--- src/design/hist_pkg.sv ---
package hist_pkg;

    localparam int BIN_ADDR_W       = 4;
    localparam int BIN_NUM          = 16;
    localparam int PIX_ADDR_W       = 2;
    localparam int PIXELS_PER_RAM   = 4;
    localparam int INPUTS_PER_PIXEL = 3;
    localparam int ACQ_NUM          = 2;
    localparam int COUNT_W          = 8;    // saturates at 255
    localparam int MEM_DEPTH        = PIXELS_PER_RAM * BIN_NUM;
    localparam int MEM_ADDR_W       = PIX_ADDR_W + BIN_ADDR_W;
    localparam int HIST_NUM_W       = 4;
    localparam int INPUT_CNT_W      = $clog2(INPUTS_PER_PIXEL);
    localparam int ACQ_CNT_W        = $clog2(ACQ_NUM);

    // event capture states
    localparam logic [1:0] CAP_IDLE  = 2'd0;
    localparam logic [1:0] CAP_ISSUE = 2'd1;
    localparam logic [1:0] CAP_ACK   = 2'd2;
    localparam logic [1:0] CAP_WAIT  = 2'd3;

    // readout states
    localparam logic [2:0] RD_IDLE  = 3'd0;
    localparam logic [2:0] RD_FETCH = 3'd1;
    localparam logic [2:0] RD_LOAD  = 3'd2;
    localparam logic [2:0] RD_REQ   = 3'd3;
    localparam logic [2:0] RD_REL   = 3'd4;

    typedef enum logic [2:0] {
        CLEAR,
        COUNT,
        PIXEL_STEP,
        ACQ_STEP,
        READOUT
    } seq_state_t;

endpackage
--- src/design/hist_top.sv ---
module hist_top import hist_pkg::*; (
    input  logic                  clk,
    input  logic                  res,
    input  logic                  in_req,
    input  logic [BIN_ADDR_W-1:0] in_bin,
    output logic                  in_ack,
    output logic                  out_req,
    input  logic                  out_ack,
    output logic [PIX_ADDR_W-1:0] out_pixel,
    output logic [BIN_ADDR_W-1:0] out_bin,
    output logic [COUNT_W-1:0]    out_count,
    output logic [HIST_NUM_W-1:0] hist_num
);

    logic                  accept_en;
    logic                  ev_valid;
    logic [BIN_ADDR_W-1:0] ev_bin;
    logic [PIX_ADDR_W-1:0] pixel;
    logic                  clear_start;
    logic                  clear_done;
    logic                  readout_start;
    logic                  readout_done;
    logic [MEM_ADDR_W-1:0] rd_addr;
    logic [COUNT_W-1:0]    rd_data;

    event_capture u_capture (
        .clk       (clk),
        .res       (res),
        .in_req    (in_req),
        .in_bin    (in_bin),
        .in_ack    (in_ack),
        .accept_en (accept_en),
        .ev_valid  (ev_valid),
        .ev_bin    (ev_bin)
    );

    his_sequencer u_seq (
        .clk           (clk),
        .res           (res),
        .ev_valid      (ev_valid),
        .accept_en     (accept_en),
        .pixel         (pixel),
        .clear_start   (clear_start),
        .clear_done    (clear_done),
        .readout_start (readout_start),
        .readout_done  (readout_done),
        .hist_num      (hist_num)
    );

    bin_memory u_mem (
        .clk         (clk),
        .res         (res),
        .ev_valid    (ev_valid),
        .ev_bin      (ev_bin),
        .pixel       (pixel),
        .clear_start (clear_start),
        .clear_done  (clear_done),
        .rd_addr     (rd_addr),
        .rd_data     (rd_data)
    );

    hist_readout u_readout (
        .clk           (clk),
        .res           (res),
        .readout_start (readout_start),
        .readout_done  (readout_done),
        .rd_addr       (rd_addr),
        .rd_data       (rd_data),
        .out_req       (out_req),
        .out_ack       (out_ack),
        .out_pixel     (out_pixel),
        .out_bin       (out_bin),
        .out_count     (out_count)
    );

endmodule

--- src/design/hist_readout.sv ---
module hist_readout import hist_pkg::*; (
    input  logic                  clk,
    input  logic                  res,
    input  logic                  readout_start,
    output logic                  readout_done,
    output logic [MEM_ADDR_W-1:0] rd_addr,
    input  logic [COUNT_W-1:0]    rd_data,
    output logic                  out_req,
    input  logic                  out_ack,
    output logic [PIX_ADDR_W-1:0] out_pixel,
    output logic [BIN_ADDR_W-1:0] out_bin,
    output logic [COUNT_W-1:0]    out_count
);

    logic [2:0]            state;
    logic [MEM_ADDR_W-1:0] addr;

    always_ff @(posedge clk or negedge res) begin
        if (!res) begin
            state        <= RD_IDLE;
            addr         <= '0;
            out_req      <= 1'b0;
            readout_done <= 1'b0;
        end else begin
            readout_done <= 1'b0;
            case (state)
                RD_IDLE: begin
                    if (readout_start) begin
                        addr  <= '0;
                        state <= RD_FETCH;
                    end
                end
                RD_FETCH: begin
                    state <= RD_LOAD;   // memory read in flight
                end
                RD_LOAD: begin
                    out_req <= 1'b1;
                    state   <= RD_REQ;
                end
                RD_REQ: begin
                    if (out_ack) begin
                        out_req <= 1'b0;
                        state   <= RD_REL;
                    end
                end
                RD_REL: begin
                    if (!out_ack) begin
                        if (addr == MEM_ADDR_W'(MEM_DEPTH - 1)) begin
                            readout_done <= 1'b1;
                            state        <= RD_IDLE;
                        end else begin
                            addr  <= addr + 1'b1;
                            state <= RD_FETCH;
                        end
                    end
                end
                default: begin
                    out_req <= 1'b0;
                    state   <= RD_IDLE;
                end
            endcase
        end
    end

    // word held for the whole handshake
    always_ff @(posedge clk) begin
        if (state == RD_LOAD)
            out_count <= rd_data;
    end

    assign rd_addr   = addr;
    assign out_pixel = addr[MEM_ADDR_W-1 -: PIX_ADDR_W];
    assign out_bin   = addr[BIN_ADDR_W-1:0];

endmodule

--- src/design/bin_memory.sv ---
module bin_memory import hist_pkg::*; (
    input  logic                  clk,
    input  logic                  res,
    input  logic                  ev_valid,
    input  logic [BIN_ADDR_W-1:0] ev_bin,
    input  logic [PIX_ADDR_W-1:0] pixel,
    input  logic                  clear_start,
    output logic                  clear_done,
    input  logic [MEM_ADDR_W-1:0] rd_addr,
    output logic [COUNT_W-1:0]    rd_data
);

    logic [COUNT_W-1:0]    mem [MEM_DEPTH];

    logic [MEM_ADDR_W-1:0] inc_addr;
    logic [COUNT_W-1:0]    rd_fwd;
    logic                  wr_valid;
    logic [MEM_ADDR_W-1:0] wr_addr;
    logic [COUNT_W-1:0]    wr_old;
    logic [COUNT_W-1:0]    wr_new;
    logic                  clr_busy;
    logic [MEM_ADDR_W-1:0] clr_addr;

    assign inc_addr = {pixel, ev_bin};  // pixel-major word address

    // add stage, held at all ones
    assign wr_new = (wr_old == '1) ? wr_old : wr_old + 1'b1;

    // write stage value wins over the array on a same-address hit
    assign rd_fwd = (wr_valid && wr_addr == inc_addr) ? wr_new : mem[inc_addr];

    always_ff @(posedge clk or negedge res) begin
        if (!res)
            wr_valid <= 1'b0;
        else
            wr_valid <= ev_valid;
    end

    always_ff @(posedge clk) begin
        if (ev_valid) begin
            wr_addr <= inc_addr;
            wr_old  <= rd_fwd;
        end
    end

    // clear sweep over every word
    always_ff @(posedge clk or negedge res) begin
        if (!res) begin
            clr_busy   <= 1'b0;
            clr_addr   <= '0;
            clear_done <= 1'b0;
        end else begin
            clear_done <= 1'b0;
            if (clear_start) begin
                clr_busy <= 1'b1;
                clr_addr <= '0;
            end else if (clr_busy) begin
                if (clr_addr == MEM_ADDR_W'(MEM_DEPTH - 1)) begin
                    clr_busy   <= 1'b0;
                    clear_done <= 1'b1;
                end
                clr_addr <= clr_addr + 1'b1;
            end
        end
    end

    always_ff @(posedge clk) begin
        if (clr_busy)
            mem[clr_addr] <= '0;
        else if (wr_valid)
            mem[wr_addr] <= wr_new;
        rd_data <= mem[rd_addr];    // readout port, one cycle
    end

endmodule

--- src/design/his_sequencer.sv ---
module his_sequencer import hist_pkg::*; (
    input  logic                  clk,
    input  logic                  res,
    input  logic                  ev_valid,
    output logic                  accept_en,
    output logic [PIX_ADDR_W-1:0] pixel,
    output logic                  clear_start,
    input  logic                  clear_done,
    output logic                  readout_start,
    input  logic                  readout_done,
    output logic [HIST_NUM_W-1:0] hist_num
);

    seq_state_t             state;
    logic [INPUT_CNT_W-1:0] input_cnt;
    logic [ACQ_CNT_W-1:0]   acq_cnt;
    logic                   clr_issued;

    always_ff @(posedge clk or negedge res) begin
        if (!res) begin
            state         <= CLEAR;
            input_cnt     <= '0;
            pixel         <= '0;
            acq_cnt       <= '0;
            clr_issued    <= 1'b0;
            clear_start   <= 1'b0;
            readout_start <= 1'b0;
            hist_num      <= '0;
        end else begin
            clear_start   <= 1'b0;
            readout_start <= 1'b0;
            case (state)
                CLEAR: begin
                    clear_start <= !clr_issued; // single pulse on entry
                    clr_issued  <= 1'b1;
                    if (clear_done) begin
                        clr_issued <= 1'b0;
                        state      <= COUNT;
                    end
                end
                COUNT: begin
                    if (ev_valid) begin
                        if (input_cnt == INPUT_CNT_W'(INPUTS_PER_PIXEL - 1)) begin
                            input_cnt <= '0;
                            state     <= PIXEL_STEP;
                        end else begin
                            input_cnt <= input_cnt + 1'b1;
                        end
                    end
                end
                PIXEL_STEP: begin
                    if (pixel == PIX_ADDR_W'(PIXELS_PER_RAM - 1)) begin
                        pixel <= '0;
                        state <= ACQ_STEP;
                    end else begin
                        pixel <= pixel + 1'b1;
                        state <= COUNT;
                    end
                end
                ACQ_STEP: begin
                    if (acq_cnt == ACQ_CNT_W'(ACQ_NUM - 1)) begin
                        acq_cnt       <= '0;
                        readout_start <= 1'b1;
                        state         <= READOUT;
                    end else begin
                        acq_cnt <= acq_cnt + 1'b1;
                        state   <= COUNT;
                    end
                end
                READOUT: begin
                    if (readout_done) begin
                        hist_num <= hist_num + 1'b1;    // wraps
                        state    <= CLEAR;
                    end
                end
                default: begin
                    state <= CLEAR;
                end
            endcase
        end
    end

    assign accept_en = (state == COUNT);

endmodule

--- src/design/event_capture.sv ---
module event_capture import hist_pkg::*; (
    input  logic                  clk,
    input  logic                  res,
    input  logic                  in_req,
    input  logic [BIN_ADDR_W-1:0] in_bin,
    output logic                  in_ack,
    input  logic                  accept_en,
    output logic                  ev_valid,
    output logic [BIN_ADDR_W-1:0] ev_bin
);

    logic [1:0] state;
    logic       take;

    // req only taken while the sequencer counts
    assign take = (state == CAP_IDLE) && in_req && accept_en;

    always_ff @(posedge clk or negedge res) begin
        if (!res) begin
            state <= CAP_IDLE;
        end else begin
            case (state)
                CAP_IDLE: begin
                    if (take)
                        state <= CAP_ISSUE;
                end
                CAP_ISSUE: begin
                    state <= CAP_ACK;   // event goes to memory here
                end
                CAP_ACK: begin
                    if (!in_req)
                        state <= CAP_WAIT;
                end
                CAP_WAIT: begin
                    state <= CAP_IDLE;  // one cycle guard after ack drops
                end
                default: begin
                    state <= CAP_IDLE;
                end
            endcase
        end
    end

    always_ff @(posedge clk) begin
        if (take)
            ev_bin <= in_bin;
    end

    // one pulse per transfer
    assign ev_valid = (state == CAP_ISSUE);
    assign in_ack   = (state == CAP_ACK);

endmodule

--- config.mk ---
export PLATFORM = sky130hd
export DESIGN_NAME = hist_top
export DESIGN_NICKNAME = d
export VERILOG_FILES = /design/src/design/hist_pkg.sv /design/src/design/hist_top.sv /design/src/design/hist_readout.sv /design/src/design/bin_memory.sv /design/src/design/his_sequencer.sv /design/src/design/event_capture.sv
export SDC_FILE = /design/constraint.sdc
export NUM_CORES = 1
export LEC_CHECK = 0
export BUFFER_PORTS_ARGS = -buffer_cell sky130_fd_sc_hd__clkbuf_2
export CORE_UTILIZATION = 45
export CTS_BUF_LIST = sky130_fd_sc_hd__clkbuf_8
export DETAILED_ROUTE_END_ITERATION = 6
export PLACE_DENSITY = 0.66
export SYNTH_ARGS = -nofsm -noshare
export SYNTH_HDL_FRONTEND = slang
export SYNTH_SLANG_ARGS = --single-unit
--- constraint.sdc ---
create_clock -name clk -period 10.9 [get_ports clk]
set_input_delay 0.545 -clock clk [delete_from_list [all_inputs] [get_ports clk]]
set_output_delay 0.545 -clock clk [all_outputs]
set_load 0.02 [all_outputs]
# Word level (Yosys, flattened, before mapping)
# Memory sizes are Yosys's and may differ from the RTL's. A register that Yosys moved wholly into a read port is not among the register bits.
# Index checks and enable logic that the tools add are counted.
# totals
register_bits,63
elab_cells,124
output_inout_bits,20
mem_bits_rw,512
mem_count,1
# mem_list
memory,words,word_bits,read_ports,rd_ports_with_merged_regs,wr,line_no,source
u_mem.mem,64,8,2,1,1,bin_memory.sv:13,logic [COUNT_W-1:0] mem [MEM_DEPTH];
# classes
reduce_logical,18
n_eq_ne,27
add_sub_neg,7
bitwise,1
n_mux,49
# ops
operator,count
2-to-1 mux 6 bit,6
case mux 3 bit (5 select lines),2
2-to-1 mux 3 bit,8
2-to-1 mux 8 bit,3
2-to-1 mux 1 bit,22
"adder 6 x 1 -> 6 bit, second input constant",2
"== test 3 x 2 -> 1 bit, second input constant",4
"== test 6 bit, second input constant",2
case mux 6 bit (2 select lines),1
2-to-1 mux 2 bit,5
"inequality test 2 x 1 -> 1 bit, second input constant",5
"inequality test 2 bit, second input constant",5
"adder 8 x 1 -> 8 bit, second input constant",1
"== test 2 bit, second input constant",4
"== test 8 bit, second input constant",1
case mux 2 bit (4 select lines),1
AND reduction 2 bit,4
AND reduction 4 bit,2
OR reduction 8 bit,1
"== test 3 x 1 -> 1 bit, second input constant",2
"== test 3 bit, second input constant",2
== test 6 bit,1
zero test 3 bit,2
"adder 2 x 1 -> 2 bit, second input constant",2
11 further kinds,14

# Depth between registers and ports, before layout
# depth
ltp_word,5
depth_mapped,11
depth_no_buf,8

# By module
# Synthesis repeated with hierarchy kept, for this count alone.
# hier_totals
cells_unflattened,1470
hier_area_um2,27375.0
# by_module_without_submodules
mod,n_inst,cells_each,area_each_um2
bin_memory,1,1317,25499.5
hist_readout,1,81,905.9
his_sequencer,1,55,688.2
event_capture,1,17,281.5

# Worst setup path before layout
# No wires, ideal clock.
# synth_timing
path_type,reg2reg
start,register u_mem.wr_old[0]
end,memory u_mem.mem[0][5] (data pin)
required_time_ps,10352
slack_ps,7464
stages_incl_launch_ff,6
setup_time_ps,548
arrival_time_ps,2888
synth_period_minus_slack_ps,3436
cell_sequence,edfxtp_1 -> ha_1 -> nand4_1 -> or2_2 -> clkbuf_1 -> a21oi_1
# synth_between
elab_chain_len,3
# synth_lines
element,line_no,source
"start, declared",bin_memory.sv:19,logic [COUNT_W-1:0] wr_old;
"start signal, assigned",bin_memory.sv:42,wr_old <= rd_fwd;
adder 8 x 1 -> 8 bit / == test 8 bit (equally long branches),bin_memory.sv:27,assign wr_new = (wr_old == '1) ? wr_old : wr_old + 1'b1;
2-to-1 mux 8 bit *,bin_memory.sv:27,
2-to-1 mux 8 bit (no source line) *,-,
"end, declared",bin_memory.sv:13,
# Every way passes the cells marked *; elsewhere a longest branch is shown, timed or not.

==> key figures <==
GRT
  • First-pass GRT wire length: about 110 mm
  • Initial antenna violation count: 4
  • Global route overflow: 0
  • Largest net degree at the start of global routing: 65
  • Total GRT Usage: 25.69%
  • Vias in the first global route: 15,630

Hold path
  • Hold Startpoint: in_bin[3]
  • Hold Path Cell Cnt: 1
  • Hold crit path type: in -> reg
  • Hold endpoint: u_capture.ev_bin[3]$_DFFE_PP_

Floorplanning
  • Initial Utilization: a little under half
  • Core footprint: 59,240 µm²
  • Row Count: between 80 and 90
  • Io pins: 28
  • Die area: 61,110 µm²
  • Die width: 247.2 µm
  • Die Ht: 247.2 µm

Synthesis
  • Async SR Flop Fraction: 6.346%
  • Area leader, netlist: edfxtp_1
  • Synth top area cells: edfxtp_1, mux4_2, mux2i_1
  • Synth Cell Area: roughly 27,000 µm²
  • Post-synth EDFFs: 538
  • Mapped Cells: approximately 1,500
  • Total nets after synthesis: 1,511
  • Post-synthesis sequential area ratio: 63.73%
  • Share of the synthesized area in the top cell type: about three fifths
  • #FFs+latches synth: just under 600
  • Post-synthesis cell type count: 52
  • Syn avg cell area: 18.10 µm²
  • Main synth FF type: edfxtp_1
  • Synth warn: 0

Detailed routing
  • DR iter-0 viols: between 1,500 and 2,000
  • Vias per cell: 6.554
  • Via count: between 15,000 and 20,000
  • DRC viols: 7
  • DR pass1 iterations: 7
  • Routed WL: 76.15 mm
  • WL/cell: approximately 32 µm
  • Post-DRT Antenna Nets: 0

Worst setup path
  • Startpoint types: flop
  • Reg2Reg Setup Slack: 6.75 ns
  • Crit end category: flop
  • Critical path class: reg -> reg
  • Reg2reg path depth: 7
  • CP arrival: 4.70 ns
  • WP data required: ~11 ns
  • Slowest CP cell: dfrtp_4
  • Worst flop-to-flop path endpoint: u_mem.rd_data[2]$_DFF_P_
  • Reg2reg start: u_readout.rd_addr[0]$_DFFE_PN0P_
  • Crit Path Max Fanout: between 40 and 50
  • Critical Path Max Stage Delay: 0.82 ns
  • Cells along the critical path: buf_4, buf_4, mux4_2, mux4_2, mux2_2, o22ai_1, nor2_1

Place
  • # placed instances: 2,233
  • Placed Area: 27,980 µm²
  • Routability cong.: between 0.9 and 1
  • Hpwl dp: 50.04 mm
  • IO buf count: 27

Layout
  • Final non-filler cell area: 29,750 µm²
  • Final Non-Filler Cells: 2,404
  • Area growth syn-to-layout: 9.947%
  • Share of layout cells above drive strength 1: 27.79%
  • Fin nets: 1,572
  • Core Util, Final: 50.21%
  • # fillers: just under 5,000

Clock network
  • Root Buffer: clkbuf_8
  • Htree depth: 3
  • CTS tree: done
  • Cts bufs inserted: 93
  • # resized after CTS: 0
  • Clk_lat worst skew: 0.69 ns
  • CTS max path bufs: 3
  • Clk sinks: 583
  • Reg clk slew, reported paths: 0.06 ns

Pwr
  • Clock share of power: just under 40%
  • Internal power: 3.497 mW
  • Switching share of power: 23.80%
  • Maximum VDD drop: 0.08097 mV
  • Reg power frac: 54.0%
  • Power Density: about 150 nW/µm²
  • Combinational power share: about 6.6%
  • Switch Pwr: about 1.1 mW
  • Total Power: 4.589 mW
  • Static Leak: 8.067 nW

STA
  • Final setup violation count: 0
  • Worst Skew: around 0.043 ns
  • Setup TNS: 0 ns
  • Endpoints failing hold: 0
  • Tightest Pin Transition: 1.293 ns
  • F_max: 0.2409 GHz
  • RSZ-0062 raised after global routing: false
  • Fin crit period: 4.152 ns
  • Slew Viols, Final: 0
  • Rel. slew slack: between 10% and 20%
  • Period utilisation layout: 38.09%

Flow run
  • Max Cap Viol: 0

Status
  • Status: finished, violations left
  • Failing checks: design-rule violations
## how the worst max path moves through the flow
| stage | from | to | slack [ns] | cells after the start |
|---|---|---|---|---|
| floorplan | u_mem.wr_old[0]$_DFFE_PP_ | u_mem.mem[0][5]$_DFFE_PP_ | 7.46 | 5 |
| global placement | u_readout.rd_addr[0]$_DFFE_PN0P_ | u_mem.rd_data[2]$_DFF_P_ | 6.73 | 7 |
| detailed placement | u_readout.rd_addr[0]$_DFFE_PN0P_ | u_mem.rd_data[2]$_DFF_P_ | 6.69 | 7 |
| CTS | u_readout.rd_addr[0]$_DFFE_PN0P_ | u_mem.rd_data[2]$_DFF_P_ | 6.68 | 7 |
| global route | u_readout.rd_addr[0]$_DFFE_PN0P_ | u_mem.rd_data[2]$_DFF_P_ | 6.49 | 7 |
| finish | u_readout.rd_addr[0]$_DFFE_PN0P_ | u_mem.rd_data[2]$_DFF_P_ | 6.75 | 7 |
## power by group through the flow
stage                     logic, mW  clock network [mW]  registers, mW
after floorplan               0.269                   0           2.48
after global placement        0.301                   0           2.52
after detailed placement      0.305                   0           2.53
after CTS                     0.306                1.83           2.48
after global routing          0.321                1.92           2.48
final                         0.305                1.80           2.48
## sequential cells by signal, indices dropped and copies added (netlist names), 2 cells and up
name                 count
u_readout.rd_addr        6
u_readout.state          3
u_mem.wr_addr            6
u_seq.state              3
u_capture.ev_bin         4
u_seq.input_cnt          2
u_mem.mem              512
u_mem.clr_addr           6
u_mem.rd_data            8
u_seq.pixel              2
u_capture.state          2
u_seq.hist_num           4
u_mem.wr_old             8
u_readout.out_count      8
## worst max-delay path: cells and delay by family (launching register included)
kind            cells  cell delay [ns]
mux                 3             1.44
compound gates      1             0.14
flops               1             0.82
buf+inv             2             1.46
simple gates        1             0.07
## per-layer routing
metal	routed length, µm	vias to the layer above	GRT usage [%]
li1	-	6376	-
met4	3091	6	11.19
met1	30160	8260	35.73
met5	46	-	0
met2	34800	966	38.40
met3	8057	149	6.512
## what timing repair did
action / CTS / global route
endpoints found under the setup margin: 0 / 0
hold endpoints to repair: 37 / 0
buffers inserted: 0 / 0
hold buffers: 1 / 0
## cells by family (layout without fill, tap and decap cells)
| kind of cell | Yosys count | count (layout) | share of synthesized area [%] |
|---|---|---|---|
| buffers and inverters | 106 | 241 | 2.016 |
| AND/OR/NAND/NOR | 275 | 275 | 4.634 |
| other | 0 | 1 | 0 |
| multiplexers | 354 | 354 | 24.82 |
| adder cells (fa/ha/maj) | 8 | 8 | 0.3700 |
| flip-flops | 583 | 583 | 63.73 |
| AO/OA/AOI/OAI | 147 | 147 | 3.718 |
| XOR/XNOR | 22 | 22 | 0.7122 |
## synthesized netlist by cell type, types with 8 or more instances
library cell  number
nand3_1           23
mux2i_1           95
nor2_1           108
inv_1              8
clkbuf_1          37
o211ai_1           8
nand2b_1          11
a21oi_1           21
nor3_1            13
edfxtp_1         538
o221ai_1          12
mux4_2           253
ha_1               8
dfrtp_1           37
nand4_1            8
a22oi_1           20
buf_1              9
nand2_1           68
buf_2             31
o21ai_0           17
buf_4             12
and3_1             8
o22ai_1           29
dfxtp_1            8
xnor2_1           14
xor2_1             8
nor2b_1            8
## placed cells by master (no fill, tap or decap), types with 6 or more instances in the layout
master,count
edfxtp_1,538
mux4_2,253
nor2_1,102
clkbuf_8,99
mux2i_1,95
nand2_1,68
buf_4,35
dfrtp_1,34
inv_1,33
o22ai_1,29
clkbuf_2,27
clkinv_1,26
nand3_1,23
a21oi_1,20
a22oi_1,20
o21ai_0,17
xnor2_1,14
nor3_1,13
clkinv_2,13
o221ai_1,12
nand2b_1,11
xor2_1,8
nand4_1,8
and3_1,8
nor2b_1,8
o211ai_1,8
ha_1,8
dfxtp_1,8
a211oi_1,7
a211o_1,7
nand3b_1,6
and2_1,6
a31oi_1,6
mux2_2,6
nor2_4,6
## per-stage QoR
stage | worst slack, ns | hold WS (ns)
6_report | 6.748 | 0.05251
5_1_grt | 6.485 | 0.04343
4_1_cts | 6.685 | 0.008433
3_5_place_dp | 6.685 | 0.4124
3_3_place_gp | 6.725 | 0.4129
2_1_floorplan | 7.464 | 0.2494
## cell type report
cell class	count	area, µm²	share of cell area, %
clock buffers	99	1363	4.580
diodes	1	2.502	0.008412
multi-input cells	806	9326	31.35
clock inverters	70	396.6	1.333
flip-flops and latches	583	17250	57.99
inverters	9	33.78	0.1136
repair buffers	63	407.9	1.371
well taps	773	967.2	3.251
Power figures use the tool's default switching activity.
